[config.mk]
export PLATFORM = sky130hd
export DESIGN_NAME = uart_tx
export DESIGN_NICKNAME = d
export VERILOG_FILES = /design/src/source/uart_tx.sv
export SDC_FILE = /design/constraint.sdc
export NUM_CORES = 1
export LEC_CHECK = 0
export BUFFER_PORTS_ARGS = -buffer_cell sky130_fd_sc_hd__buf_2
export CAP_MARGIN = 20
export CORE_AREA = 10 10 66 68
export DETAILED_ROUTE_END_ITERATION = 7
export DIE_AREA = 0 0 76 78
export GPL_ROUTABILITY_DRIVEN = 0
export PLACE_DENSITY = 0.46
export SLEW_MARGIN = 0
export SYNTH_ARGS = -nofsm -noshare
export SYNTH_HDL_FRONTEND = slang
export SYNTH_SLANG_ARGS = --single-unit
[constraint.sdc]
create_clock -name clk -period 2.1 [get_ports clk]
set_input_delay 0.525 -clock clk [delete_from_list [all_inputs] [get_ports clk]]
set_output_delay 0.525 -clock clk [all_outputs]
set_load 0.005 [all_outputs]
[src/source/uart_tx.sv]
// 8N1 only; ClksPerBit must be at least 4; a start strobe while busy is ignored
`timescale 1ns/1ns
module uart_tx #(
  parameter int unsigned ClksPerBit = 16
) (
  input  logic       clk,
  input  logic       rst_i,
  input  logic       start_i,
  input  logic [7:0] byte_i,
  output logic       busy_o,
  output logic       tx_o
);

  localparam int unsigned CntBits = $clog2(ClksPerBit);
  localparam logic [CntBits-1:0] FullBit = CntBits'(ClksPerBit - 1);

  logic [9:0]         frame_q;
  logic [CntBits-1:0] cnt_q;
  logic [3:0]         bit_q;
  logic               busy_q;

  always_ff @(posedge clk) begin
    if (rst_i) begin
      busy_q <= 1'b0;
      cnt_q  <= '0;
      bit_q  <= '0;
    end else if (!busy_q) begin
      if (start_i) begin
        busy_q  <= 1'b1;
        // Stop bit, data LSB first, start bit
        frame_q <= {1'b1, byte_i, 1'b0};
        cnt_q   <= '0;
        bit_q   <= '0;
      end
    end else if (cnt_q == FullBit) begin
      cnt_q <= '0;
      if (bit_q == 4'd9) begin
        busy_q <= 1'b0;
      end else begin
        bit_q   <= bit_q + 1'b1;
        frame_q <= {1'b1, frame_q[9:1]};
      end
    end else begin
      cnt_q <= cnt_q + 1'b1;
    end
  end

  assign busy_o = busy_q;
  assign tx_o   = busy_q ? frame_q[0] : 1'b1;

endmodule

After elaboration in Yosys (flattened, before gate mapping)
Index checks and enable logic that the tools add are counted.
- bits of input ports: 11
- word-level logic and storage cells: 29
- flip-flop bits (word level): 19
- output and inout bits: 2
- reductions and logical operators: 3
- add/sub/neg operators: 2
- bitwise operators: 1
- equality and inequality tests: 4
- muxes and demuxes: 15
- operator list (cell ; count):
    $mux 10 ; 4
    $mux 4 ; 6
    $add 4x1->4 const B ; 2
    $eq 4x4->1 const B ; 2
    $mux 1 ; 5
    $reduce_and 4->1 ; 1
    $reduce_and 3->1 ; 1
    $ne 2x1->1 const B ; 1
    $ne 2x2->1 const B ; 1
    $reduce_bool 2->1 ; 1
    $not 1->1 ; 1

Depth between registers and ports, before layout
- word-level depth: 4
- gate-level depth with buffers: 5
- depth with buffers taken out: 5

Worst setup path before layout
OpenSTA, ideal clock, no wires.
- kind: reg-to-reg
- start point: register bit_q[1]
- end point: register frame_q[0], enable pin
- library setup time: 0.374 ns
- cell stages (with the launch flop): 6
- setup slack: 0.378 ns
- data required time: 1.726 ns
- clock period less this slack: 1.722 ns
- arrival time: 1.348 ns
- buffers on the path: 0
- path through: dfxtp_1 inv_1 ha_1 and3b_1 o21a_1 nor2_1
- word-level cells in the longest chain between the ends: 3
- RTL lines (item ; RTL line ; source):
    from (decl) ; 19 ; logic [3:0] bit_q;
    from (signal assigned) ; 40 ; bit_q <= bit_q + 1'b1;
    $eq 4x4->1 ; 37 ; if (bit_q == 4'd9) begin
    $ne 2x2->1 (no source line) ; - ;
    $reduce_and 4->1 (no source line) ; - ;
    to (signal assigned) ; 31 ; frame_q <= {1'b1, byte_i, 1'b0};
    to (signal assigned) ; 41 ; frame_q <= {1'b1, frame_q[9:1]};
    to (decl) ; 17 ; logic [9:0] frame_q;
Every way passes these cells.
A chain may end at the register's enable or synchronous reset.

Worst setup path after layout
- start point: register busy_q, in the netlist busy_o
- end point: output port tx_o
- word-level cells in the longest chain between the ends: 1
- RTL lines (item ; RTL line ; source):
    from (decl) ; 20 ; logic busy_q;
    from (signal assigned) ; 24 ; busy_q <= 1'b0;
    from (signal assigned) ; 29 ; busy_q <= 1'b1;
    from (signal assigned) ; 38 ; busy_q <= 1'b0;
    $mux 1 ; 49 ; assign tx_o = busy_q ? frame_q[0] : 1'b1;
    to (decl) ; 11 ; output logic tx_o
Every way passes these cells.

==> summary.md <==
| Metric | Value |
|---|---|
| Syn Std Cell Area | `876 um^2` |
| RSZ-0062 raised after global routing | `no` |
| LEAKAGE | `0.353 nW` |
| Pwr dens | `601 nW/um^2` |
| Launching point of the worst reg2reg path | `cnt_q[0]$_SDFFE_PP0P_` |
| Syn Nets | `90` |
| Cell Chain, Critical Path | `buf_4 > nand2b_1 > buf_2` |
| CP Depth | `3` |
| Reg-to-reg slack, setup | `0.53 ns` |
| Area of the multi-input gates | `395 um^2` |
| Setup violations, final | `0` |
| Final Skew | `0.00288 ns` |
| Fraction of layout cells with a size suffix above 1 | `23.1%` |
| Setup crit end | `tx_o` |
| Via count | `597` |
| Largest net degree at the start of global routing | `21` |
| Vert. Die Dim | `78 um` |
| Core Footprint | `3180 um^2` |
| CTS Buffer Depth | `2` |
| TNS Setup | `0 ns` |
| Reg2Reg Depth | `5` |
| Hold WC Path Type | `flop to flop` |
| Post-CTS sizing | `0` |
| DRC viols | `0` |
| Clock sink count | `18` |
| Cell family with most CP delay | `flip-flops` |
| Required @ worst endpoint | `1.57 ns` |
| Tot GR Track Use | `5.75%` |
| Syn Area/Cell | `11.5 um^2` |
| Postcts setup bufs | `0` |
| Synth-to-layout area growth | `15.6%` |
| Row cnt | `21` |
| Vias in the first global route | `626` |
| Fin crit period | `1.76 ns` |
| First-pass GRT wire length | `2.76 mm` |
| Sequential area share after synthesis | `51.4%` |
| Clock transition at path regs | `0.09 ns` |
| Fmax | `569 MHz` |
| I/O pins | `13` |
| # nets final | `106` |
| Routed len/inst | `11.7 um` |
| Starting Density | `27.5%` |
| Maximum vdd drop | `154 uV` |
| Register Area | `450 um^2` |
| Worst-Skew Late Latency | `0.28 ns` |
| First DRT Iteration DRCs | `67` |
| Dpl hpwl | `1.24 mm` |
| Slew margin rel. | `82.3%` |
| Filler Cells Inserted | `333` |
| Worst setup path start | `busy_o$_SDFF_PP0_` |
| Grt total ovfl | `0` |
| Status | `completed` |
| Antenna Cells | `0` |
| Slowest CP cell | `dfxtp_1` |
| H-tree depth | `1` |
| Flops & latches, synth | `18` |
| Final core occ | `31.8%` |
| Cells after Synth | `76` |
| Yosys cell types | `32` |
| Initial antenna violation count | `0` |
| Root Buffer Master | `clkbuf_4` |
| Type of the worst setup path | `flop to output pin` |
| Worst-path fanout max | `20` |
| End of the worst register-to-register path | `frame_q[2]$_DFFE_PP_` |
| CP peak stage delay | `0.46 ns` |
| Routed wire length | `1.61 mm` |
| CTS tree | `done` |
| Initial DRT Pass Iterations | `2` |
| Die area | `5930 um^2` |
| Die Wd | `76 um` |
| Type of origin of the critical path | `flop` |
| Max Slew Vio Count | `0` |
| Hold Vio Cnt, Final | `0` |
| Max Cap Viol | `0` |
| Non-Filler Instances | `137` |
| I/O Buffers | `12` |
| Crit path DAT | `1.23 ns` |
| Final Cycle Share | `83.7%` |
| Worst Path Buf+Inv | `2` |
| Worst setup EP type | `output pin` |
| Worst slew pin tran | `0.265 ns` |
| Antenna Nets Post-Route | `0` |
| Hold buffers post-CTS | `0` |
| DR vias/cell | `4.36` |
| Placed cell count | `133` |
| Clock buffer count from CTS | `3` |
| Syn. warnings | `0` |
## synth_stat cells (all sizes together)
master,n,area [um^2]
mux2,7,78.8
o2bb2a,1,10.0
buf,3,22.5
nand4b,1,8.76
nor3,2,10.0
a31oi,1,6.26
o21a,1,7.51
nand3b,2,15.0
and4,1,8.76
or3,3,18.8
edfxtp,9,270
ha,3,37.5
nor3b,1,7.51
nor2,3,18.8
nand2b,4,25.0
or2,1,6.26
a21oi,8,40.0
and3b,1,8.76
inv,2,7.51
o211ai,2,15.0
o21ai,1,5.00
nand2,3,11.3
a211oi,1,7.51
nand3,3,15.0
dfxtp,9,180
nand4,2,27.5
and2,1,6.26
## area by class of cell
class	instances	share of cell area [%]
Timing Repair Buffer	14	7.42
Tap cell	46	5.69
Multi-Input combinational cell	53	39.1
Clock inverter	1	0.371
Inverter	2	0.742
Clock buffer	3	2.22
Sequential cell	18	44.5
## sequential cells by signal, summed over array words and instances (netlist names)
name and cells:
bit_q 4, frame_q 9, cnt_q 4, busy_o 1
## worst min path at each step
stage / start / to / slack (ns) / depth (start not counted)
5_1_grt: byte_i[7] / frame_q[8]$_SDFFCE_PP1P_ / 0.48 / 2
2_1_floorplan: cnt_q[0]$_SDFFE_PP0P_ / cnt_q[0]$_SDFFE_PP0P_ / 0.46 / 2
6_report: cnt_q[0]$_SDFFE_PP0P_ / cnt_q[0]$_SDFFE_PP0P_ / 0.49 / 2
3_5_place_dp: cnt_q[0]$_SDFFE_PP0P_ / cnt_q[0]$_SDFFE_PP0P_ / 0.47 / 2
3_3_place_gp: cnt_q[0]$_SDFFE_PP0P_ / cnt_q[0]$_SDFFE_PP0P_ / 0.47 / 2
4_1_cts: byte_i[7] / frame_q[8]$_SDFFCE_PP1P_ / 0.49 / 2
## per-stage QoR
stage          setup slack, ns  cell area, um^2  total power, mW  hold WS, ns
3_3_place_gp             0.543              986            0.452        0.470
5_1_grt                  0.195             1010            0.653        0.477
6_report                 0.343             1010            0.608        0.488
4_1_cts                  0.298             1010            0.625        0.488
3_5_place_dp             0.538              986            0.453        0.475
2_1_floorplan            0.378              876            0.433        0.457
## where the power goes
part	internal, mW	switching [mW]	total (mW)
clock	0.0689	0.0956	0.164
combinational	0.0277	0.0286	0.0562
sequential	0.382	0.00572	0.387
total	0.478	0.130	0.608
## cell families (layout without fill, tap and decap cells)
kind of cell    count (synthesis)  in the layout  synth area share (%)
simple gates                   28             28                  21.4
flops                          18             18                  51.4
compound gates                 15             15                  10.4
mux                             7              7                  9.00
buf+inv                         5             20                  3.43
fa+ha+maj                       3              3                  4.29
## cell usage in the layout (no fill, tap or decap), types with 3 or more instances in the layout
master	count
nand2_1	3
ha_1	3
nand3_1	3
or3_1	3
clkbuf_4	3
edfxtp_1	9
a21oi_1	8
buf_2	12
mux2_1	5
nand2b_1	4
dfxtp_1	9
## routing by layer
layer / wire (um) / up-vias / track usage, %
met1: 728 / 277 / 6.14
met5: 0 / - / 0
li1: - / 311 / -
met2: 796 / 7 / 9.27
met3: 68 / 2 / 2.19
met4: 14 / 0 / 3.98
## worst min-delay path, cell delays in order (launching register included)
cell	delay, ns
dfxtp_1	0.34
nand2_1	0.06
a21oi_1	0.05
No activity file was read; power rests on OpenSTA's default activity.
