## config.mk

```make
export PLATFORM = sky130hd
export DESIGN_NAME = uart_rx
export DESIGN_NICKNAME = d
export VERILOG_FILES = /design/src/source/uart_rx.sv
export SDC_FILE = /design/constraint.sdc
export NUM_CORES = 1
export LEC_CHECK = 0
export ABC_CLOCK_PERIOD_IN_PS = 5700
export BUFFER_PORTS_ARGS = -buffer_cell sky130_fd_sc_hd__buf_2
export CORE_ASPECT_RATIO = 1.4
export CORE_MARGIN = 1
export CORE_UTILIZATION = 30
export CTS_BUF_LIST = sky130_fd_sc_hd__clkbuf_4 sky130_fd_sc_hd__clkbuf_8
export DETAILED_ROUTE_END_ITERATION = 10
export SYNTH_ARGS = -nofsm -noshare
export SYNTH_HDL_FRONTEND = slang
export SYNTH_SLANG_ARGS = --single-unit
```

## constraint.sdc

```tcl
create_clock -name clk -period 5.7 [get_ports clk]
set_clock_uncertainty 0.2 [all_clocks]
set_input_delay 0 -clock clk [delete_from_list [all_inputs] [get_ports clk]]
set_output_delay 0 -clock clk [all_outputs]
set_load 0.05 [all_outputs]
```

## src/source/uart_rx.sv

```systemverilog
// 8N1 only; ClksPerBit must be at least 4; frames with a low stop bit are dropped
`timescale 1ns/1ns
module uart_rx #(
  parameter int unsigned ClksPerBit = 16
) (
  input  logic       clk,
  input  logic       rst_i,
  input  logic       rx_i,
  output logic       byte_valid_o,
  output logic [7:0] byte_o
);

  localparam int unsigned CntBits = $clog2(ClksPerBit);
  localparam logic [CntBits-1:0] HalfBit = CntBits'(ClksPerBit / 2 - 1);
  localparam logic [CntBits-1:0] FullBit = CntBits'(ClksPerBit - 1);

  typedef enum logic [1:0] {
    RX_IDLE,
    RX_START,
    RX_DATA,
    RX_STOP
  } rx_state_e;

  rx_state_e          state_q;
  logic [1:0]         sync_q;
  logic [CntBits-1:0] cnt_q;
  logic [2:0]         bit_q;
  logic [7:0]         shift_q;
  logic               line;

  // Two-flop synchronizer, idles high like the line
  always_ff @(posedge clk) begin
    if (rst_i) begin
      sync_q <= 2'b11;
    end else begin
      sync_q <= {sync_q[0], rx_i};
    end
  end

  assign line = sync_q[1];

  always_ff @(posedge clk) begin
    if (rst_i) begin
      state_q      <= RX_IDLE;
      cnt_q        <= '0;
      bit_q        <= '0;
      byte_valid_o <= 1'b0;
    end else begin
      byte_valid_o <= 1'b0;
      case (state_q)
        RX_IDLE: begin
          cnt_q <= '0;
          bit_q <= '0;
          if (!line) state_q <= RX_START;
        end
        RX_START: begin
          cnt_q <= cnt_q + 1'b1;
          // Recheck at mid start bit to reject glitches
          if (cnt_q == HalfBit) begin
            cnt_q   <= '0;
            state_q <= line ? RX_IDLE : RX_DATA;
          end
        end
        RX_DATA: begin
          cnt_q <= cnt_q + 1'b1;
          if (cnt_q == FullBit) begin
            cnt_q   <= '0;
            shift_q <= {line, shift_q[7:1]};
            bit_q   <= bit_q + 1'b1;
            if (bit_q == 3'd7) state_q <= RX_STOP;
          end
        end
        default: begin
          cnt_q <= cnt_q + 1'b1;
          if (cnt_q == FullBit) begin
            byte_valid_o <= line;
            state_q      <= RX_IDLE;
          end
        end
      endcase
    end
  end

  assign byte_o = shift_q;

endmodule

```

Word level (Yosys, flattened, before mapping)
Cells that the tools add are included.
{"block": "classes", "n_addsub": 2, "eq_ne": 9, "n_mux": 12, "bitwise": 2, "reduce_logical": 7}
{"cell": "2-bit two-way mux", "count": 6}
{"cell": "4-bit case mux with 3 select lines", "count": 1}
{"cell": "4-bit two-way mux", "count": 2}
{"cell": "2-bit != test (second input constant)", "count": 4}
{"cell": "2-bit case mux with 3 select lines", "count": 1}
{"cell": "3-bit case mux with 2 select lines", "count": 1}
{"cell": "5-bit AND reduction", "count": 1}
{"cell": "5-bit OR reduction", "count": 1}
{"cell": "4-bit by 1-bit adder with 4-bit output (second input constant)", "count": 1}
{"cell": "4-bit by 3-bit equality test with 1-bit output (second input constant)", "count": 1}
{"cell": "4-bit equality test (second input constant)", "count": 1}
{"cell": "3-bit by 1-bit adder with 3-bit output (second input constant)", "count": 1}
{"cell": "3-bit equality test (second input constant)", "count": 1}
{"cell": "3-bit two-way mux", "count": 1}
{"cell": "3-bit AND reduction", "count": 1}
{"cell": "3-bit nonzero test", "count": 1}
{"cell": "2-bit by 1-bit equality test with 1-bit output (second input constant)", "count": 1}
{"cell": "2-bit equality test (second input constant)", "count": 1}
{"cell": "2-bit logical NOT", "count": 1}
{"cell": "1-bit inverter", "count": 2}
{"cell": "2-bit AND reduction", "count": 1}
{"cell": "2-bit nonzero test", "count": 1}
{"block": "word_totals", "register_bits": 20, "in_bits": 3, "word_cells": 38}

Longest topological paths before layout
{"block": "logic_depth", "ltp_word": 4, "ltp_mapped": 6, "ltp_nobuf": 6}

Least setup slack after synthesis
OpenSTA, ideal clock, no wires.
{"block": "synth_path", "kind": "reg2reg", "from": "register state_q[0]", "to": "register shift_q[0], in the netlist byte_o[0] (enable)", "setup_ps": 383, "t_arrival_ps": 1389, "t_required_ps": 5117, "path_slack_ps": 3728, "stages_incl_launch_ff": 5, "path_buffers": 0, "period_less_slack_ps": 1972, "cell_sequence": "dfxtp_1 inv_1 ha_1 inv_1 nor3_1"}
{"block": "synth_between", "elab_chain_cells": 2}
{"element": "start: declaration", "line_no": "24", "text": "rx_state_e state_q;"}
{"element": "start signal: assignment", "line_no": "61", "text": "state_q <= line ? RX_IDLE : RX_DATA;"}
{"element": "2-bit equality test", "line_no": "50", "text": "case (state_q)"}
{"element": "3-bit AND reduction (no line)"}
{"element": "end signal: assignment", "line_no": "68", "text": "shift_q <= {line, shift_q[7:1]};"}
{"element": "end: declaration", "line_no": "28", "text": "logic [7:0] shift_q;"}
Every way passes these cells.
A chain may end at the register's enable or synchronous reset.

Worst setup path after layout
{"block": "layout_path", "from": "register state_q[0]", "to": "register shift_q[4], in the netlist byte_o[4] (enable)"}
The elaborated chain is that of the path after synthesis.

==> impl_metrics.yaml <==
critical_path:
  slowest_stage: "nor3_1"
  timing.rr.end: "byte_o[4]"
  crit_chain: "inv_1, ha_1, inv_1, nor3_1"
  slowest_delay_ps: 760
  required_ps: 5430
  endpoint_kind: "flip-flop"
  r2r_cells: 4
  crit_arrival_ps: 1920
  cp_max_fo: 8
  cp_common_cell: "inv_1"
  start_kind: "flip-flop"
  criticalPathCategory: "flip-flop to flip-flop"
  reg2reg_slack_ps: 3510
  r2r-start: "state_q[0]"
logic_synthesis:
  synth-edff-count: 8
  syn_inst: 72
  ys_seq_area_frac: 0.5731
  synth.top_cells.by_area: "dfxtp_1, edfxtp_1, ha_1"
  ys_warn_count: 0
  netlist_top_cells_count: "dfxtp_1, nor2_1, edfxtp_1"
  yosys_most_used_dff: "dfxtp_1"
  syn_area_um2: 838.3
  synth.avg_cell_area_um2: 11.64
  yosys.cell_types.count: 24
  syn_nets: 82
  yosysTopAreaCellShare: 0.2866
  async_flop_share: 0
  ys_ff_latch: 20
  yosys.area.top_type: "dfxtp_1"
routing:
  avgRoutedWirePerCell_um: 10.20
  ant_nets: 0
  viasPerCell: 4.472
  vias: 559
  drt_iter0_drc: 2
  wirelength_mm: 1.275
  drc: 0
  drt-pass1-iter-count: 3
power_and_ir_drop:
  ir_worst_vdd_uv: 158.0
  power_uw: 312.7
  p_leak_nw: 0.4021
  power.density_nw_per_um2: 307.4
grt:
  grt_usage: 0.09344
  grt_pass1_vias: 495
  grt_max_degree: 14
  grt_antenna_before_repair: 0
  grt-ovfl-total: 0
  grt_pass1_wl_mm: 2.090
final_layout:
  nets: 100
  diodes: 0
  multi_input_area_um2: 335.3
  drive_gt1_frac: 0.2472
  fin_util: 0.3849
  n_fill_cell: 272
  synthToLayoutAreaGrowth_pct: 21.34
  seq_area_um2: 480.5
clocking:
  cts_tree: "built"
  clk_pin_slew_ps: 120
  root_buffer: "clkbuf_4"
  cts_max_level: 1
  clock-sinks: 20
  hold_buffers: 3
  cts_buffer_depth: 2
  cts_resized: 0
  postCtsSetupBuffers: 0
  clock_latency_ps: 300
  cts_buffers: 3
worst_hold_path:
  whs_endpoint: "sync_q[1]"
  whs_path_depth: 1
  hp-class: "flip-flop to flip-flop"
  min-delay-start: "sync_q[0]"
timing:
  period_share: 0.3835
  setup_viol: 0
  period_needed_ps: 2186
  timing.fmax_mhz: 457.5
  relSlewSlack: 0.3813
  finalHoldViolations: 0
  drv_slew: 0
  worst_pin_slew_ps: 921.0
  fin_tns_setup_ps: 0
  rsz0062_at_grt: "false"
floorplanning:
  io_pins: 12
  start_util: 0.3172
  rows: 22
  die_w_um: 46.68
  dieArea_um2: 3013
  core-area_um2: 2643
  dieHeight_um: 64.55
placed_design:
  gp_congestion: 0.6976
  hpwl_um: 938.6
  place.port_buffers: 11
flow_run:
  maxCapViolCount: 0
run_status:
  outcome: "finished clean"
## critical path, delay by kind of cell (launching register included)
family / cells / cell delay [ps]
AND/OR/NAND/NOR: 1 / 760
adder cells (fa/ha/maj): 1 / 280
buffers and inverters: 2 / 210
flip-flops: 1 / 360
## layout make-up
type                       count  share of cell area
clock buffer                   3             0.02214
clock inverter                 1             0.02952
inverter                       5             0.01845
multi-input combinational     46              0.3296
sequential                    20              0.4723
tap                           36             0.04428
timing repair buffer          14             0.08364
## worst max path at each step
| stage | startpoint | end | slack [ps] | cells after the start |
|---|---|---|---|---|
| after floorplan | state_q[0] | byte_o[0] | 3730 | 4 |
| after global placement | state_q[0] | byte_o[7] | 3540 | 4 |
| after detailed placement | state_q[0] | byte_o[7] | 3530 | 4 |
| after CTS | state_q[0] | byte_o[7] | 3500 | 4 |
| after global routing | state_q[0] | byte_o[2] | 3390 | 4 |
| final | state_q[0] | byte_o[4] | 3510 | 4 |
## through the flow
step | std cells | area (µm²) | setup WS [ps] | hold WS [ps]
floorplan | 72 | 838.3 | 3728 | -96.19
global placement | 118 | 934.6 | 3536 | -17.77
detailed placement | 118 | 934.6 | 3532 | -9.769
CTS | 125 | 1017 | 3498 | 226.5
global route | 125 | 1017 | 3385 | 264.6
finish | 125 | 1017 | 3514 | 223.5
## routing by layer
metal	track usage	part of all wire	vias up
met5	0	0	-
li1	-	-	285
met4	0.03214	0.0047	0
met3	0.02507	0.034	2
met2	0.1424	0.47	14
met1	0.1246	0.49	258
## cells in the final DEF (no fill, tap or decap), types with 2 or more instances in the layout
cell,count
a22oi_1,2
or2_2,2
dlygate4sd3_1,3
nor3_1,4
edfxtp_1,8
buf_2,11
nor2_1,12
inv_1,5
nand3_1,3
nand2_1,2
mux2_4,2
ha_1,7
dfxtp_1,12
clkbuf_4,3
## kinds of logic after synthesis
| family | share of synthesized area |
|---|---|
| AO/OA/AOI/OAI | 0.07314 |
| buffers and inverters | 0.02686 |
| multiplexers | 0.04776 |
| AND/OR/NAND/NOR | 0.1537 |
| XOR/XNOR | 0.02090 |
| adder cells (fa/ha/maj) | 0.1045 |
| flip-flops | 0.5731 |
## registers in the layout, summed over array words and instances (netlist names)
name and cells:
byte_o 8, cnt_q 4, bit_q 3, state_q 2
sync_q 2, byte_valid_o 1
## report_power, final
group,switching (mW),total (mW),internal (mW),leakage (nW)
combinational,0.0238,0.0430,0.0193,0.205
clock,0.0435,0.115,0.0710,0.0279
sequential,0.00340,0.155,0.152,0.169
total,0.0707,0.313,0.242,0.402
Power figures use the tool's default switching activity.
