`config.mk`:
```
export PLATFORM = sky130hd
export DESIGN_NAME = uart_debug_engine
export DESIGN_NICKNAME = d
export VERILOG_FILES = /design/src/source/uart_debug_pkg.sv /design/src/source/uart_debug_engine.sv
export SDC_FILE = /design/constraint.sdc
export NUM_CORES = 1
export LEC_CHECK = 0
export ABC_AREA = 1
export ABC_CLOCK_PERIOD_IN_PS = 10900
export BUFFER_PORTS_ARGS = -buffer_cell sky130_fd_sc_hd__buf_2
export CAP_MARGIN = 10
export CORE_MARGIN = 2
export CORE_UTILIZATION = 40
export CTS_BUF_LIST = sky130_fd_sc_hd__clkbuf_8 sky130_fd_sc_hd__clkbuf_16
export CTS_CLUSTER_SIZE = 24
export DETAILED_ROUTE_END_ITERATION = 8
export GPL_ROUTABILITY_DRIVEN = 1
export GPL_TIMING_DRIVEN = 0
export SLEW_MARGIN = 5
export SYNTH_ARGS = -nofsm -noshare
export SYNTH_HDL_FRONTEND = slang
export SYNTH_SLANG_ARGS = --single-unit
export TNS_END_PERCENT = 5
```
`constraint.sdc`:
```
create_clock -name clk -period 10.9 [get_ports clk]
set_input_delay 0.545 -clock clk [delete_from_list [all_inputs] [get_ports clk]]
set_output_delay 0.545 -clock clk [all_outputs]
set_load 0.005 [all_outputs]
```
`src/source/uart_debug_pkg.sv`:
```
// Scratch memory holds at most 2**MemAddrBits bytes; protocol fields are 64-bit, LSB first
package uart_debug_pkg;

  ////////////////////
  // Sizes
  ////////////////////

  localparam int unsigned MemAddrBits = 10;
  // Bytes in an address, length, entry or exit code field
  localparam int unsigned HeaderBytes = 8;

  typedef logic [MemAddrBits-1:0] mem_addr_t;

  ////////////////////
  // Memory port
  ////////////////////

  typedef struct packed {
    logic      valid;
    logic      write;
    mem_addr_t addr;
    logic [7:0] wdata;
  } mem_req_t;

  typedef struct packed {
    // Request taken this cycle
    logic       gnt;
    logic       rvalid;
    logic [7:0] rdata;
  } mem_rsp_t;

  ////////////////////
  // Protocol
  ////////////////////

  typedef enum logic [7:0] {
    CODE_EOT  = 8'h04,
    CODE_ACK  = 8'h06,
    CMD_READ  = 8'h11,
    CMD_WRITE = 8'h12,
    CMD_EXEC  = 8'h13,
    CODE_EOC  = 8'h14
  } dbg_cmd_e;

  typedef enum logic [3:0] {
    ST_IDLE,
    ST_ADDR,
    ST_LEN,
    ST_ENTRY,
    ST_SEND_ACK,
    ST_RD_REQ,
    ST_RD_SEND,
    ST_WR_BYTE,
    ST_SEND_EOT,
    ST_EOC_CODE,
    ST_EOC_DATA
  } engine_state_e;

endpackage

```
`src/source/uart_debug_engine.sv`:
```
// Addresses keep MemAddrBits low bits; bytes arriving while not awaited are dropped
`timescale 1ns/1ns
module uart_debug_engine (
  input  logic                     clk,
  input  logic                     rst_i,
  input  logic                     rx_valid_i,
  input  logic [7:0]               rx_byte_i,
  input  logic                     tx_busy_i,
  output logic                     tx_start_o,
  output logic [7:0]               tx_byte_o,
  output uart_debug_pkg::mem_req_t mem_req_o,
  input  uart_debug_pkg::mem_rsp_t mem_rsp_i,
  input  logic                     eoc_i,
  input  logic [63:0]              exit_code_i,
  output logic                     launch_o,
  output logic [63:0]              entry_o
);

  localparam int unsigned CntBits = $clog2(uart_debug_pkg::HeaderBytes);
  localparam logic [CntBits-1:0] CntLast = CntBits'(uart_debug_pkg::HeaderBytes - 1);

  uart_debug_pkg::engine_state_e state_q;
  uart_debug_pkg::dbg_cmd_e      cmd_q;
  uart_debug_pkg::mem_addr_t     addr_q;
  logic [CntBits-1:0]            cnt_q;
  logic [63:0]                   hdr_q;
  logic [63:0]                   len_q;
  logic [63:0]                   hdr_shift;
  logic [7:0]                    data_q;
  logic                          data_vld_q;
  logic                          last_hdr;

  // Header fields arrive LSB first
  assign hdr_shift = {rx_byte_i, hdr_q[63:8]};
  assign last_hdr  = rx_valid_i && (cnt_q == CntLast);

  ////////////////////
  // Outputs
  ////////////////////

  always_comb begin
    tx_start_o = 1'b0;
    tx_byte_o  = uart_debug_pkg::CODE_ACK;
    case (state_q)
      uart_debug_pkg::ST_SEND_ACK: tx_start_o = ~tx_busy_i;
      uart_debug_pkg::ST_RD_SEND: begin
        tx_start_o = data_vld_q & ~tx_busy_i;
        tx_byte_o  = data_q;
      end
      uart_debug_pkg::ST_SEND_EOT: begin
        tx_start_o = ~tx_busy_i;
        tx_byte_o  = uart_debug_pkg::CODE_EOT;
      end
      uart_debug_pkg::ST_EOC_CODE: begin
        tx_start_o = ~tx_busy_i;
        tx_byte_o  = uart_debug_pkg::CODE_EOC;
      end
      uart_debug_pkg::ST_EOC_DATA: begin
        tx_start_o = ~tx_busy_i;
        tx_byte_o  = hdr_q[7:0];
      end
      default: tx_start_o = 1'b0;
    endcase
  end

  always_comb begin
    mem_req_o       = '0;
    mem_req_o.addr  = addr_q;
    mem_req_o.wdata = data_q;
    mem_req_o.write = (state_q == uart_debug_pkg::ST_WR_BYTE);
    mem_req_o.valid = (state_q == uart_debug_pkg::ST_RD_REQ) ||
                      ((state_q == uart_debug_pkg::ST_WR_BYTE) && data_vld_q);
  end

  ////////////////////
  // FSM
  ////////////////////

  always_ff @(posedge clk) begin
    if (rst_i) begin
      state_q    <= uart_debug_pkg::ST_IDLE;
      cnt_q      <= '0;
      data_vld_q <= 1'b0;
      launch_o   <= 1'b0;
    end else begin
      launch_o <= 1'b0;
      case (state_q)
        uart_debug_pkg::ST_IDLE: begin
          cnt_q <= '0;
          // EOC wins over a host byte in the same cycle
          if (eoc_i) begin
            hdr_q   <= exit_code_i;
            state_q <= uart_debug_pkg::ST_EOC_CODE;
          end else if (rx_valid_i) begin
            case (rx_byte_i)
              uart_debug_pkg::CODE_ACK: begin
                cmd_q   <= uart_debug_pkg::CODE_ACK;
                state_q <= uart_debug_pkg::ST_SEND_ACK;
              end
              uart_debug_pkg::CMD_READ, uart_debug_pkg::CMD_WRITE: begin
                cmd_q   <= uart_debug_pkg::dbg_cmd_e'(rx_byte_i);
                state_q <= uart_debug_pkg::ST_ADDR;
              end
              uart_debug_pkg::CMD_EXEC: begin
                cmd_q   <= uart_debug_pkg::CMD_EXEC;
                state_q <= uart_debug_pkg::ST_ENTRY;
              end
              default: state_q <= uart_debug_pkg::ST_IDLE;
            endcase
          end
        end
        uart_debug_pkg::ST_ADDR, uart_debug_pkg::ST_LEN, uart_debug_pkg::ST_ENTRY: begin
          if (rx_valid_i) begin
            hdr_q <= hdr_shift;
            cnt_q <= cnt_q + 1'b1;
          end
          if (last_hdr) begin
            cnt_q <= '0;
            if (state_q == uart_debug_pkg::ST_ADDR) begin
              addr_q  <= hdr_shift[uart_debug_pkg::MemAddrBits-1:0];
              state_q <= uart_debug_pkg::ST_LEN;
            end else begin
              if (state_q == uart_debug_pkg::ST_LEN) len_q <= hdr_shift;
              state_q <= uart_debug_pkg::ST_SEND_ACK;
            end
          end
        end
        uart_debug_pkg::ST_SEND_ACK: begin
          if (!tx_busy_i) begin
            case (cmd_q)
              uart_debug_pkg::CMD_EXEC: begin
                launch_o <= 1'b1;
                entry_o  <= hdr_q;
                state_q  <= uart_debug_pkg::ST_IDLE;
              end
              uart_debug_pkg::CMD_READ: state_q <= (len_q == '0) ?
                  uart_debug_pkg::ST_SEND_EOT : uart_debug_pkg::ST_RD_REQ;
              uart_debug_pkg::CMD_WRITE: state_q <= (len_q == '0) ?
                  uart_debug_pkg::ST_SEND_EOT : uart_debug_pkg::ST_WR_BYTE;
              default: state_q <= uart_debug_pkg::ST_IDLE;
            endcase
          end
        end
        uart_debug_pkg::ST_RD_REQ: begin
          if (mem_rsp_i.gnt) state_q <= uart_debug_pkg::ST_RD_SEND;
        end
        uart_debug_pkg::ST_RD_SEND: begin
          // Read data lands one cycle after grant, then waits for the transmitter
          if (mem_rsp_i.rvalid) begin
            data_q     <= mem_rsp_i.rdata;
            data_vld_q <= 1'b1;
          end else if (data_vld_q && !tx_busy_i) begin
            data_vld_q <= 1'b0;
            addr_q     <= addr_q + 1'b1;
            len_q      <= len_q - 1'b1;
            state_q    <= (len_q == 64'd1) ?
                uart_debug_pkg::ST_SEND_EOT : uart_debug_pkg::ST_RD_REQ;
          end
        end
        uart_debug_pkg::ST_WR_BYTE: begin
          if (!data_vld_q && rx_valid_i) begin
            data_q     <= rx_byte_i;
            data_vld_q <= 1'b1;
          end else if (data_vld_q && mem_rsp_i.gnt) begin
            data_vld_q <= 1'b0;
            addr_q     <= addr_q + 1'b1;
            len_q      <= len_q - 1'b1;
            if (len_q == 64'd1) state_q <= uart_debug_pkg::ST_SEND_EOT;
          end
        end
        uart_debug_pkg::ST_SEND_EOT: begin
          if (!tx_busy_i) state_q <= uart_debug_pkg::ST_IDLE;
        end
        uart_debug_pkg::ST_EOC_CODE: begin
          if (!tx_busy_i) state_q <= uart_debug_pkg::ST_EOC_DATA;
        end
        uart_debug_pkg::ST_EOC_DATA: begin
          // Exit code goes out LSB first
          if (!tx_busy_i) begin
            hdr_q <= hdr_q >> 8;
            cnt_q <= cnt_q + 1'b1;
            if (cnt_q == CntLast) state_q <= uart_debug_pkg::ST_IDLE;
          end
        end
        default: state_q <= uart_debug_pkg::ST_IDLE;
      endcase
    end
  end

endmodule

```
; After elaboration in Yosys (flattened, before gate mapping)
; Cells that the tools add are included.
[op_classes]
n_addsub = 3
eq_ne = 42
mux = 56
n_bitwise = 5
n_reduce_logical = 27
[op_table]
columns = operator, count
row1 = $mux W64, 10
row2 = $pmux W64 S3, 2
row3 = $mux W4, 17
row4 = $eq A64 B1 Y1 const B, 1
row5 = $logic_not A64 Y1, 1
row6 = $sub A64 B1 Y64 const B, 1
row7 = $mux W10, 6
row8 = $eq A8 B5 Y1 const B, 6
row9 = $pmux W4 S9, 1
row10 = $ne A2 B2 Y1 const B, 16
row11 = $pmux W8 S4, 1
row12 = $pmux W10 S3, 1
row13 = $pmux W8 S3, 1
row14 = $pmux W3 S3, 2
row15 = $eq A4 B3 Y1 const B, 4
row16 = $mux W8, 2
row17 = $pmux W8 S2, 1
row18 = $reduce_and A13 Y1, 1
row19 = $eq A4 B4 Y1 const B, 3
row20 = $mux W3, 4
row21 = $add A10 B1 Y10 const B, 1
row22 = $reduce_and A5 Y1, 2
row23 = $ne A3 B3 Y1 const B, 3
row24 = $reduce_and A9 Y1, 1
row25 = other kinds (24), 45
[totals]
reg_bits = 227
output_inout_bits = 94
elab_cells = 143

; Longest topological paths before layout
; Gate-level depths: netlist of the first run.
[logic_depth]
depth_word = 6
depth_mapped = 11

; Worst setup path before layout of the first run
; Ideal clock, no wire load.
[synth_timing]
path_type = input-to-reg
startpoint = in rst_i
endpoint = reg entry_o[0], enable pin
arrival_ps = 5429
t_required_ps = 10335
setup_slack_ps = 4906
stages = 4
cell_sequence = clkbuf_1 inv_1 nand4_1 nor3_1
[synth_between]
elab_chain_cells = 2
[synth_rtl]
columns = item, line_no
row1 = "start, declared", uart_debug_engine.sv:5  ; input logic rst_i,
row2 = $not A1 Y1 (no line), --
row3 = $reduce_and A4 Y1 (no line), --
row4 = "end signal, assigned", uart_debug_engine.sv:133  ; entry_o <= hdr_q;
row5 = "end, declared", uart_debug_engine.sv:16  ; output logic [63:0] entry_o
; No other way between the ends.
; A chain may end at the register's enable or synchronous reset.

; Final worst setup path of the first run
[layout_timing]
startpoint = reg state_q[1]
endpoint = reg hdr_q[32], enable pin
[layout_between]
elab_chain_cells = 4
[layout_rtl]
columns = item, line_no
row1 = "start, declared", uart_debug_engine.sv:22  ; uart_debug_pkg::engine_state_e state_q;
row2 = "start signal, assigned", uart_debug_engine.sv:81  ; state_q <= uart_debug_pkg::ST_IDLE;
row3 = "start signal, assigned", uart_debug_engine.sv:93  ; state_q <= uart_debug_pkg::ST_EOC_CODE;
row4 = "start signal, assigned", uart_debug_engine.sv:98  ; state_q <= uart_debug_pkg::ST_SEND_ACK;
row5 = $eq A4 B1 Y1 / $eq A4 B2 Y1 (equally long branches), uart_debug_engine.sv:87  ; case (state_q)
row6 = $reduce_or A3 Y1, uart_debug_engine.sv:87
row7 = $ne A2 B2 Y1 (no line) / $reduce_bool A3 Y1 (equally long branches), --
row8 = $reduce_and A5 Y1 (no line) *, --
row9 = "end signal, assigned", uart_debug_engine.sv:92  ; hdr_q <= exit_code_i;
row10 = "end signal, assigned", uart_debug_engine.sv:114  ; hdr_q <= hdr_shift;
row11 = "end signal, assigned", uart_debug_engine.sv:180  ; hdr_q <= hdr_q >> 8;
row12 = "end, declared", uart_debug_engine.sv:26  ; logic [63:0] hdr_q;
; Every way passes the cells marked *; elsewhere a longest branch is shown, timed or not.

==> results.yml, run 1 <==
power:
  power_density_nw_per_um2: 212.6
  leakage_nw: 5.149
  ir_worst_vdd_mv: 0.09255
yosys:
  synth_top_area_cell: "edfxtp_1"
  synth.most_common_cell: "nand2_1"
  synth_area_leaders: "edfxtp_1 (58%), nand2_1 (8.4%), nor2_1 (5.7%), o21ai_0 (3.4%), mux2_2 (3.4%)"
  ys_ff_latch: 227
  syn_area_per_cell_um2: 10.15
  synthArstFlopShare_pct: 0
  netlist_area_um2: 11380
  synth_cells: 1121
  ys_seq_area_share_pct: 59.12
  synthFlopType: "edfxtp_1"
  synth_common_cells: "nand2_1 (254), edfxtp_1 (218), nor2_1 (173)"
  ys_warn_count: 0
  synth-edff-count: 218
  yosys.area.top_type_share_pct: 57.54
  ys_types: 46
timing:
  min_period_ns: 3.041
  setup_viol: 0
  rsz0062_at_grt: "no"
  hold_viol_final: 0
  relSlewSlack_pct: 41.71
  max_freq_mhz: 328.9
  clock_skew_ns: 0.01111
  tightest_slew_ns: 0.8696
  final.setup.tns_ns: 0
  finalCritPeriodShare_pct: 27.90
  drv_slew: 0
global_routing:
  grt_first_pass_wirelength_um: 49420
  use_met1_pct: 30.46
  track_usage_pct: 21.46
  grt_use_met3_pct: 2.485
  grt_most_used_layer: "met2"
  antenna_found_initial: 0
  overflow: 0
  grt_max_degree: 26
  grt_pass1_vias: 8507
  use_met2_pct: 35.91
clock_network:
  clock_path_buffers: 3
  postCtsSetupRepairBufs: 0
  cts.sinks: 227
  clock_latency_ns: 0.53
  cts_made_buffers: 25
  cts_root_buf: "clkbuf_16"
  cts_resized: 0
  clk_pin_slew_worst_paths_ns: 0.06
  h-tree-depth: 1
  cts_tree: "yes"
  hold_buffers: 0
worst_setup_path:
  cpMostUsedCell: "buf_6"
  worstReg2RegStart: "state_q[1]"
  worst-r2r-setup-slack_ns: 7.86
  reg2reg_depth: 10
  critPathRequiredTime_ns: 11.13
  max_stage_delay_ns: 0.69
  critPathCaptureType: "register"
  start_kind: "register"
  cp_num_buf_inv: 5
  cp_slowest_cell: "nor3_2"
  critical_path_class: "register to register"
  r2r_end: "hdr_q[32]"
  cpLargestDelayFamily: "simple AND/OR/NAND/NOR gates"
  cp.arrival_ns: 3.27
  path_max_fanout: 11
  path_cells: "inv_2 -> nor2_4 -> nand2_2 -> o21ai_1 -> nand2_1 -> nor3_2 -> buf_8 -> buf_6 -> buf_6 -> buf_4"
  cp-startpoint: "state_q[1]"
run:
  cap_violations: 0
drt:
  wirelength_um: 32800
  vias: 8776
  drtIter0Drc: 778
  antenna_left: 0
  drc: 0
  drt-wirelength-per-cell_um: 18.85
  vias_per_cell: 5.044
  dr.pass1.iters: 5
floorplan:
  coreArea_um2: 27860
  placement_rows: 61
  initial_utilization_pct: 40.84
  die_y_um: 172.7
  die-area_um2: 29810
  boundaryPins: 181
  die_w_um: 172.7
placement:
  io_buffer_count: 179
  numPlacedInstances: 1695
  place_congestion: 0.9490
  hpwl_um: 24940
finish:
  syn_to_final_growth_pct: 20.26
  fillers: 2672
  stdcell_count: 1740
  n_antenna_cell: 0
  finalNetCount: 1437
  drive_above_1_share_pct: 26.28
run_status:
  status: "finished, final reports clean"
hold_path:
  hold_path.class: "input port to register"
  worstHoldEndpoint: "data_q[7]"
  hp-start: "mem_rsp_i[7]"
  min_path_cells: 3
power by group:
group / total (mW) / leakage, nW / switching (mW) / internal [mW]
clock: 0.772 / 0.364 / 0.354 / 0.419
combinational: 0.792 / 2.72 / 0.501 / 0.290
sequential: 1.34 / 2.06 / 0.122 / 1.22
total: 2.91 / 5.15 / 0.977 / 1.93
state kept, by name (all words and copies together), names as in the netlist:
signal      flops
cmd_q           8
cnt_q           3
data_q          8
data_vld_q      1
hdr_q          64
state_q         4
launch_o        1
addr_q         10
len_q          64
entry_o        64
layer usage:
layer  vias up  share of wire, %  routed length (um)
met2       278                47               15450
met4         0               1.4                 451
li1       4250                 -                   -
met5         -                 0                   0
met3        29               5.5                1799
met1      4219                46               15100
cells by family (layout without fill, tap and decap cells):
group	after synthesis	count (layout)	synth area share (%)
muxes	35	35	3.464
other	1	4	0.03296
AOI/OAI and AO/OA	145	145	7.346
DFF	227	227	59.12
adders and majority gates	6	6	0.6598
xor gates and xnor gates	54	54	4.157
and+or+nand+nor	547	547	21.08
buffers and inverters	106	344	4.135
placed cells by master (no fill, tap or decap), types with 3 or more instances in the layout:
cell / synthesis / final
conb_1: 1 / 4
buf_2: 11 / 190
clkbuf_16: 0 / 25
nor3_1: 12 / 9
nand2_1: 254 / 254
xnor2_1: 29 / 29
nand2_2: 15 / 15
nand3_1: 43 / 43
clkinvlp_4: 0 / 4
mux2_2: 34 / 34
o21ai_0: 78 / 78
a21oi_2: 13 / 13
nand2_4: 3 / 3
o21ai_1: 13 / 13
nor2_1: 173 / 172
clkbuf_1: 10 / 10
dfxtp_1: 9 / 9
nor3_2: 2 / 5
clkinv_1: 0 / 6
nand4_1: 7 / 7
a21oi_1: 23 / 23
buf_6: 7 / 13
inv_2: 7 / 7
buf_4: 1 / 6
a22o_1: 5 / 5
nor2_4: 13 / 14
inv_1: 69 / 73
clkinv_2: 0 / 3
xor2_1: 25 / 25
ha_1: 6 / 6
edfxtp_1: 218 / 218
nor2_2: 15 / 15
o22ai_1: 4 / 4
nand3b_1: 3 / 3
layout make-up:
cell class	instances	area (um^2)	area share, %
timing repair buffer	193	1064	7.773
buffer	29	178.9	1.308
clock buffer	25	625.6	4.572
clock inverter	20	108.9	0.7956
tap	378	473.0	3.457
multi-input combinational	791	4214	30.80
inverter	77	291.5	2.131
sequential	227	6726	49.16
how the worst max path moves through the flow:
stage | slack, ns | cells after the start | endpoint
3_5_place_dp | 7.92 | 10 | hdr_q[27]
4_1_cts | 7.92 | 10 | hdr_q[29]
3_3_place_gp | 1.88 | 6 | hdr_q[24]
5_1_grt | 7.69 | 10 | hdr_q[32]
2_1_floorplan | 4.91 | 4 | entry_o[0]
6_report | 7.86 | 10 | hdr_q[32]
worst register-to-register path: cells and delay by family (launching register included):
family	cells	cell delay [ns]
AO/OA/AOI/OAI	1	0.23
flip-flops	1	0.47
AND/OR/NAND/NOR	4	1.11
buffers and inverters	5	0.93
metrics by stage:
step / power [mW] / area, um^2 / worst slack (ns) / util (%) / hold slack (ns)
finish: 2.909 / 13680 / 7.859 / 49.11 / 0.2953
global route: 3.046 / 13680 / 7.686 / 49.11 / 0.2943
CTS: 2.929 / 13680 / 7.925 / 49.11 / 0.2853
detailed placement: 2.160 / 12950 / 7.924 / 46.48 / 0.4378
global placement: 2.144 / 12760 / 1.885 / 45.79 / 0.4343
floorplan: 1.836 / 11390 / 4.906 / - / 0.4264
Power figures use the tool's default switching activity.
==> inputs of run 2 (changes only) <==
--- a/config.mk
+++ b/config.mk
@@ -6,7 +6,7 @@
 export NUM_CORES = 1
 export LEC_CHECK = 0
 export ABC_AREA = 1
-export ABC_CLOCK_PERIOD_IN_PS = 10900
+export ABC_CLOCK_PERIOD_IN_PS = 3050
 export BUFFER_PORTS_ARGS = -buffer_cell sky130_fd_sc_hd__buf_2
 export CAP_MARGIN = 10
 export CORE_MARGIN = 2
==> constraint.sdc (replaced) <==
create_clock -name clk -period 3.05 [get_ports clk]
set_input_delay 0.1525 -clock clk [delete_from_list [all_inputs] [get_ports clk]]
set_output_delay 0.1525 -clock clk [all_outputs]
set_load 0.005 [all_outputs]
==> run 2 against run 1 <==
The flow now finishes with violations (negative hold slack); global-route usage grew 0.54 points; total power increased to 3.7 times the previous value; via count up 4.2%; sequential power increased to 3.6 times the previous value; worst setup slack lost 7.5 ns; first-iteration DRC count down 2.2%; sequential cell count unchanged; fmax is 13% higher; final cell count rose by 3.9%; non-clock buffer count up 67; combinational power rose to 3.6 times the previous value; critical endpoint is now hdr_q[28]; largest cell class unchanged.
==> results.yml, run 2 (synthesis results as in run 1) <==
run_status:
  status: "complete, but fails checks"
  failed_checks: "negative hold slack"
floorplan:
  coreArea_um2: 27860
  die_y_um: 172.7
  boundaryPins: 181
  die_w_um: 172.7
  die-area_um2: 29810
  initial_utilization_pct: 40.84
  placement_rows: 61
timing:
  max_freq_mhz: 372.5
  setup_viol: 0
  relSlewSlack_pct: 41.66
  drv_slew: 0
  clock_skew_ns: 0.01106
  tightest_slew_ns: 0.8704
  min_period_ns: 2.684
  rsz0062_at_grt: "no"
  hold_viol_final: 1
  whs_ns: -0.002152
  finalCritPeriodShare_pct: 88.01
worst_setup_path:
  critical_path_class: "register to register"
  path_max_fanout: 18
  critPathRequiredTime_ns: 3.27
  critPathCaptureType: "register"
  path_cells: "inv_2 -> nor2_4 -> nand2_2 -> o21ai_1 -> nand2_1 -> nor3_4 -> buf_8 -> buf_8"
  start_kind: "register"
  max_stage_delay_ns: 0.69
  cpMostUsedCell: "buf_8"
  cp_num_buf_inv: 3
  cp.arrival_ns: 2.91
  cp_slowest_cell: "nor3_4"
  cpLargestDelayFamily: "simple AND/OR/NAND/NOR gates"
run:
  cap_violations: 0
clock_network:
  cts_made_buffers: 25
  cts_tree: "yes"
  cts_resized: 0
  hold_buffers: 72
  cts.sinks: 227
  clock_path_buffers: 3
  h-tree-depth: 1
  postCtsSetupRepairBufs: 0
  clock_latency_ns: 0.53
  clk_pin_slew_worst_paths_ns: 0.06
  cts_root_buf: "clkbuf_16"
power:
  p_seq_share_pct: 44.7
  ir_worst_vdd_mv: 0.4060
  p_total_mw: 10.77
  p_comb_share_pct: 26.8
  p_sw_share_pct: 32.43
  leakage_nw: 5.496
  power_density_nw_per_um2: 742.3
  p_sw_mw: 3.492
  p_clk_share_pct: 28.6
  p_int_mw: 7.278
global_routing:
  use_met2_pct: 37.25
  grt_max_degree: 25
  grt_use_met3_pct: 2.639
  grt_most_used_layer: "met2"
  grt_first_pass_wirelength_um: 50860
  grt_pass1_vias: 9039
  antenna_found_initial: 0
  track_usage_pct: 21.99
  use_met1_pct: 30.48
  overflow: 0
placement:
  io_buffer_count: 179
  hpwl_um: 24910
  place_congestion: 0.9630
  numPlacedInstances: 1690
drt:
  wirelength_um: 33220
  drt-wirelength-per-cell_um: 18.39
  antenna_left: 0
  vias: 9142
  dr.pass1.iters: 6
  vias_per_cell: 5.059
  drc: 0
  drtIter0Drc: 761
finish:
  final_cell_mix: "nand2_1 (254), edfxtp_1 (218), buf_2 (190)"
  finalNetCount: 1504
  fillers: 2615
  fin_util_pct: 52.09
  reg_top3: "entry_o (64), hdr_q (64), len_q (64)"
  n_antenna_cell: 0
  drive_above_1_share_pct: 24.77
  stdcell_count: 1807
  regArea_um2: 6726
  syn_to_final_growth_pct: 27.54
  multi_input_area_um2: 4227
  final_common_cell: "nand2_1"
hold_path:
  hold_path.class: "input port to register"
-- run 2: cell types whose count changed in the layout (fill, tap and decap cells not counted), sizes merged --
cell and change:
dlygate4sd3 +72, buf -5, bufinv +4, clkinv -2
inv -2
-- run 2: final timing paths --
kind | slack [ns] | startpoint | cells past startpoint | endpoint
max | 0.37 | state_q[1] | 8 | hdr_q[28]
min reg2reg | 0.45 | hdr_q[13] | 0 | entry_o[13]
max reg2reg | 0.37 | state_q[1] | 8 | hdr_q[28]
min | -0.002 | exit_code_i[41] | 3 | hdr_q[41]
-- run 2: power by group through the flow --
| stage | Clock (mW) | Sequential, mW | Combinational, mW |
|---|---|---|---|
| final | 3.08 | 4.81 | 2.88 |
| after global routing | 3.23 | 4.87 | 3.16 |
| after CTS | 3.12 | 4.81 | 2.92 |
| after detailed placement | 0 | 4.87 | 2.84 |
| after global placement | 0 | 4.90 | 2.68 |
| after floorplan | 0 | 4.68 | 1.86 |
-- run 2: worst register-to-register path: cells and delay by family, from the launching register on --
kind,cells,cell delay (ns)
flip-flops,1,0.46
AO/OA/AOI/OAI,1,0.22
AND/OR/NAND/NOR,4,1.11
buffers and inverters,3,0.59
-- run 2: cell type report --
type	count	share of cell area, %
Sequential cell	227	46.36
Tap cell	378	3.259
Timing Repair Buffer	260	12.33
Multi-Input combinational cell	791	29.13
Inverter	77	2.009
Buffer	29	1.233
Clock buffer	25	4.311
Clock inverter	20	1.371
-- run 2: metal layers --
metal  vias to the layer above  wire length (um)
li1                       4383                 -
met1                      4442             14930
met2                       277             15920
met3                        40              1786
met4                         0               593
met5                         -                 0
-- run 2: stage by stage --
step                instance area, um^2  hold WS (ns)  setup slack, ns  TNS, ns
finish                            14510     -0.002152           0.3657        0
global route                      14510       0.01919           0.1522        0
CTS                               14510      0.008243           0.3570        0
detailed placement                12960        0.4355           0.3694        0
global placement                  12780        0.4345           -2.350  -281.44
floorplan                         11410        0.3382          -0.7053   -45.41
==> inputs of run 3 (changes only) <==
--- a/config.mk
+++ b/config.mk
@@ -16,6 +16,7 @@
 export DETAILED_ROUTE_END_ITERATION = 8
 export GPL_ROUTABILITY_DRIVEN = 1
 export GPL_TIMING_DRIVEN = 0
+export RECOVER_POWER = 100
 export SLEW_MARGIN = 5
 export SYNTH_ARGS = -nofsm -noshare
 export SYNTH_HDL_FRONTEND = slang
==> constraint.sdc (replaced) <==
create_clock -name clk -period 3.05 [get_ports clk]
set_input_delay 0.61 -clock clk [delete_from_list [all_inputs] [get_ports clk]]
set_output_delay 0.61 -clock clk [all_outputs]
set_load 0.005 [all_outputs]
==> run 3 against run 2 <==
Core utilization decreased by 3.7 points; clock-buffer cell count up 2; sequential cell count unchanged; register-to-register slack got worse by 0.15 ns; fmax down 5.4%; clock power decreased by 7.5%; critical path depth is 2 lower; the flow now finishes without violations; via count down 4.2%; largest cell class unchanged; hold slack improved by 0.32 ns; worst setup slack lost 0.15 ns.
==> results.yml, run 3 (synthesis results as in run 1) <==
placement:
  io_buffer_count: 179
  hpwl_um: 24880
  place_congestion: 0.9658
  place_area_um2: 12960
  dpl_worst_slack_ns: 0.3662
floorplan:
  initial_utilization_pct: 40.84
  boundaryPins: 181
  die_w_um: 172.7
  coreArea_um2: 27860
  die_y_um: 172.7
  die-area_um2: 29810
  placement_rows: 61
finish:
  fin_area_um2: 13490
  fin_util_pct: 48.42
  n_antenna_cell: 0
  reg_top3: "entry_o (64), hdr_q (64), len_q (64)"
  finalNetCount: 1431
  final_common_cell: "nand2_1"
  drive_above_1_share_pct: 20.43
  syn_to_final_growth_pct: 18.56
  final_cell_mix: "nand2_1 (262), edfxtp_1 (218), nor2_1 (184)"
clock_network:
  cts_root_buf: "clkbuf_16"
  clock_path_buffers: 3
  cts_made_buffers: 25
  clk_pin_slew_worst_paths_ns: 0.07
  clock_latency_ns: 0.53
  cts_tree: "yes"
  h-tree-depth: 1
  postCtsSetupRepairBufs: 0
  cts.sinks: 227
drt:
  drt-wirelength-per-cell_um: 18.98
  wirelength_um: 32910
  vias_per_cell: 5.049
  drc: 0
  drtIter0Drc: 658
  vias: 8755
  antenna_left: 0
  dr.pass1.iters: 5
timing:
  hold_viol_final: 0
  setup_slack_ns: 0.2132
  rsz0062_at_grt: "no"
  finalCritPeriodShare_pct: 93.01
  relSlewSlack_pct: 42.87
  min_period_ns: 2.837
  drv_slew: 0
  tightest_slew_ns: 0.8522
  setup_viol: 0
  max_freq_mhz: 352.5
  clock_skew_ns: 0.01284
global_routing:
  overflow: 0
  grt_first_pass_wirelength_um: 49770
  grt_pass1_vias: 8702
  grt_max_degree: 24
  antenna_found_initial: 0
  track_usage_pct: 21.51
power:
  p_clk_share_pct: 27.7
  power_density_nw_per_um2: 762.8
  ir_worst_vdd_mv: 0.3834
  p_seq_share_pct: 46.6
  p_sw_mw: 3.394
  p_sw_share_pct: 32.99
  p_int_mw: 6.895
  p_comb_share_pct: 25.7
  p_total_mw: 10.29
  leakage_nw: 5.045
hold_path:
  hold_path.class: "input port to register"
  min_path_cells: 2
  hp-start: "rst_i"
worst_setup_path:
  reg2reg_depth: 6
  cp.arrival_ns: 3.04
  start_kind: "register"
  cp-startpoint: "state_q[2]"
  critPathCaptureType: "register"
  path_max_fanout: 19
  critical_path_class: "register to register"
  critPathRequiredTime_ns: 3.25
  worstReg2RegStart: "state_q[2]"
run_status:
  status: "finished, final reports clean"
run:
  cap_violations: 0
==> run 3: power groups by stage <==
stage,logic (mW),registers (mW),clock network [mW]
after floorplan,1.86,4.68,0
after global placement,2.69,4.90,0
after detailed placement,2.82,4.87,0
after CTS,2.83,4.81,2.89
after global routing,2.91,4.86,2.99
final,2.64,4.79,2.85
==> run 3: metrics by stage <==
step	hold slack, ns	TNS [ns]	cells
CTS	0.3081	0	1734
global placement	0.4346	-202.21	1681
global route	0.3113	0	1734
floorplan	0.4264	-6.721	1124
detailed placement	0.4355	0	1689
finish	0.3210	0	1734
==> run 3: path summary, 6_finish.rpt <==
kind	slack [ns]	to
min reg2reg	0.45	entry_o[53]
min	0.32	state_q[2]
max	0.21	entry_o[32]
max reg2reg	0.21	entry_o[32]
==> run 3: final cells by class <==
class / count / area (um^2)
fill: 2688 / 14370
timing repair buffer: 187 / 965.9
clock buffer: 27 / 653.1
tap: 378 / 473.0
buffer: 29 / 158.9
inverter: 77 / 294.0
clock inverter: 18 / 101.3
sequential: 227 / 6726
multi-input combinational: 791 / 4116
==> run 3: repair_timing <==
| item | CTS | global route |
|---|---|---|
| setup endpoints to repair | 0 | 1 |
| hold endpoints to repair | 0 | 0 |
| gates resized for setup | 0 | 1 |
| hold buffers | 0 | 0 |
==> run 3: routing by layer <==
layer	global-route usage [%]	part of all wire, %	up-vias
met3	2.814	5.4	43
met1	29.94	46	4215
met2	35.91	47	271
met4	5.085	1.9	0
li1	-	-	4226
met5	0	0	-
==> run 3: worst max-delay path, cell delays in order (launching register included) <==
cell and delay [ns]:
dfxtp_1 0.49, inv_1 0.14, nor2_1 0.27, nand2_1 0.26
nor3_4 0.75, buf_8 0.26, buf_4 0.30
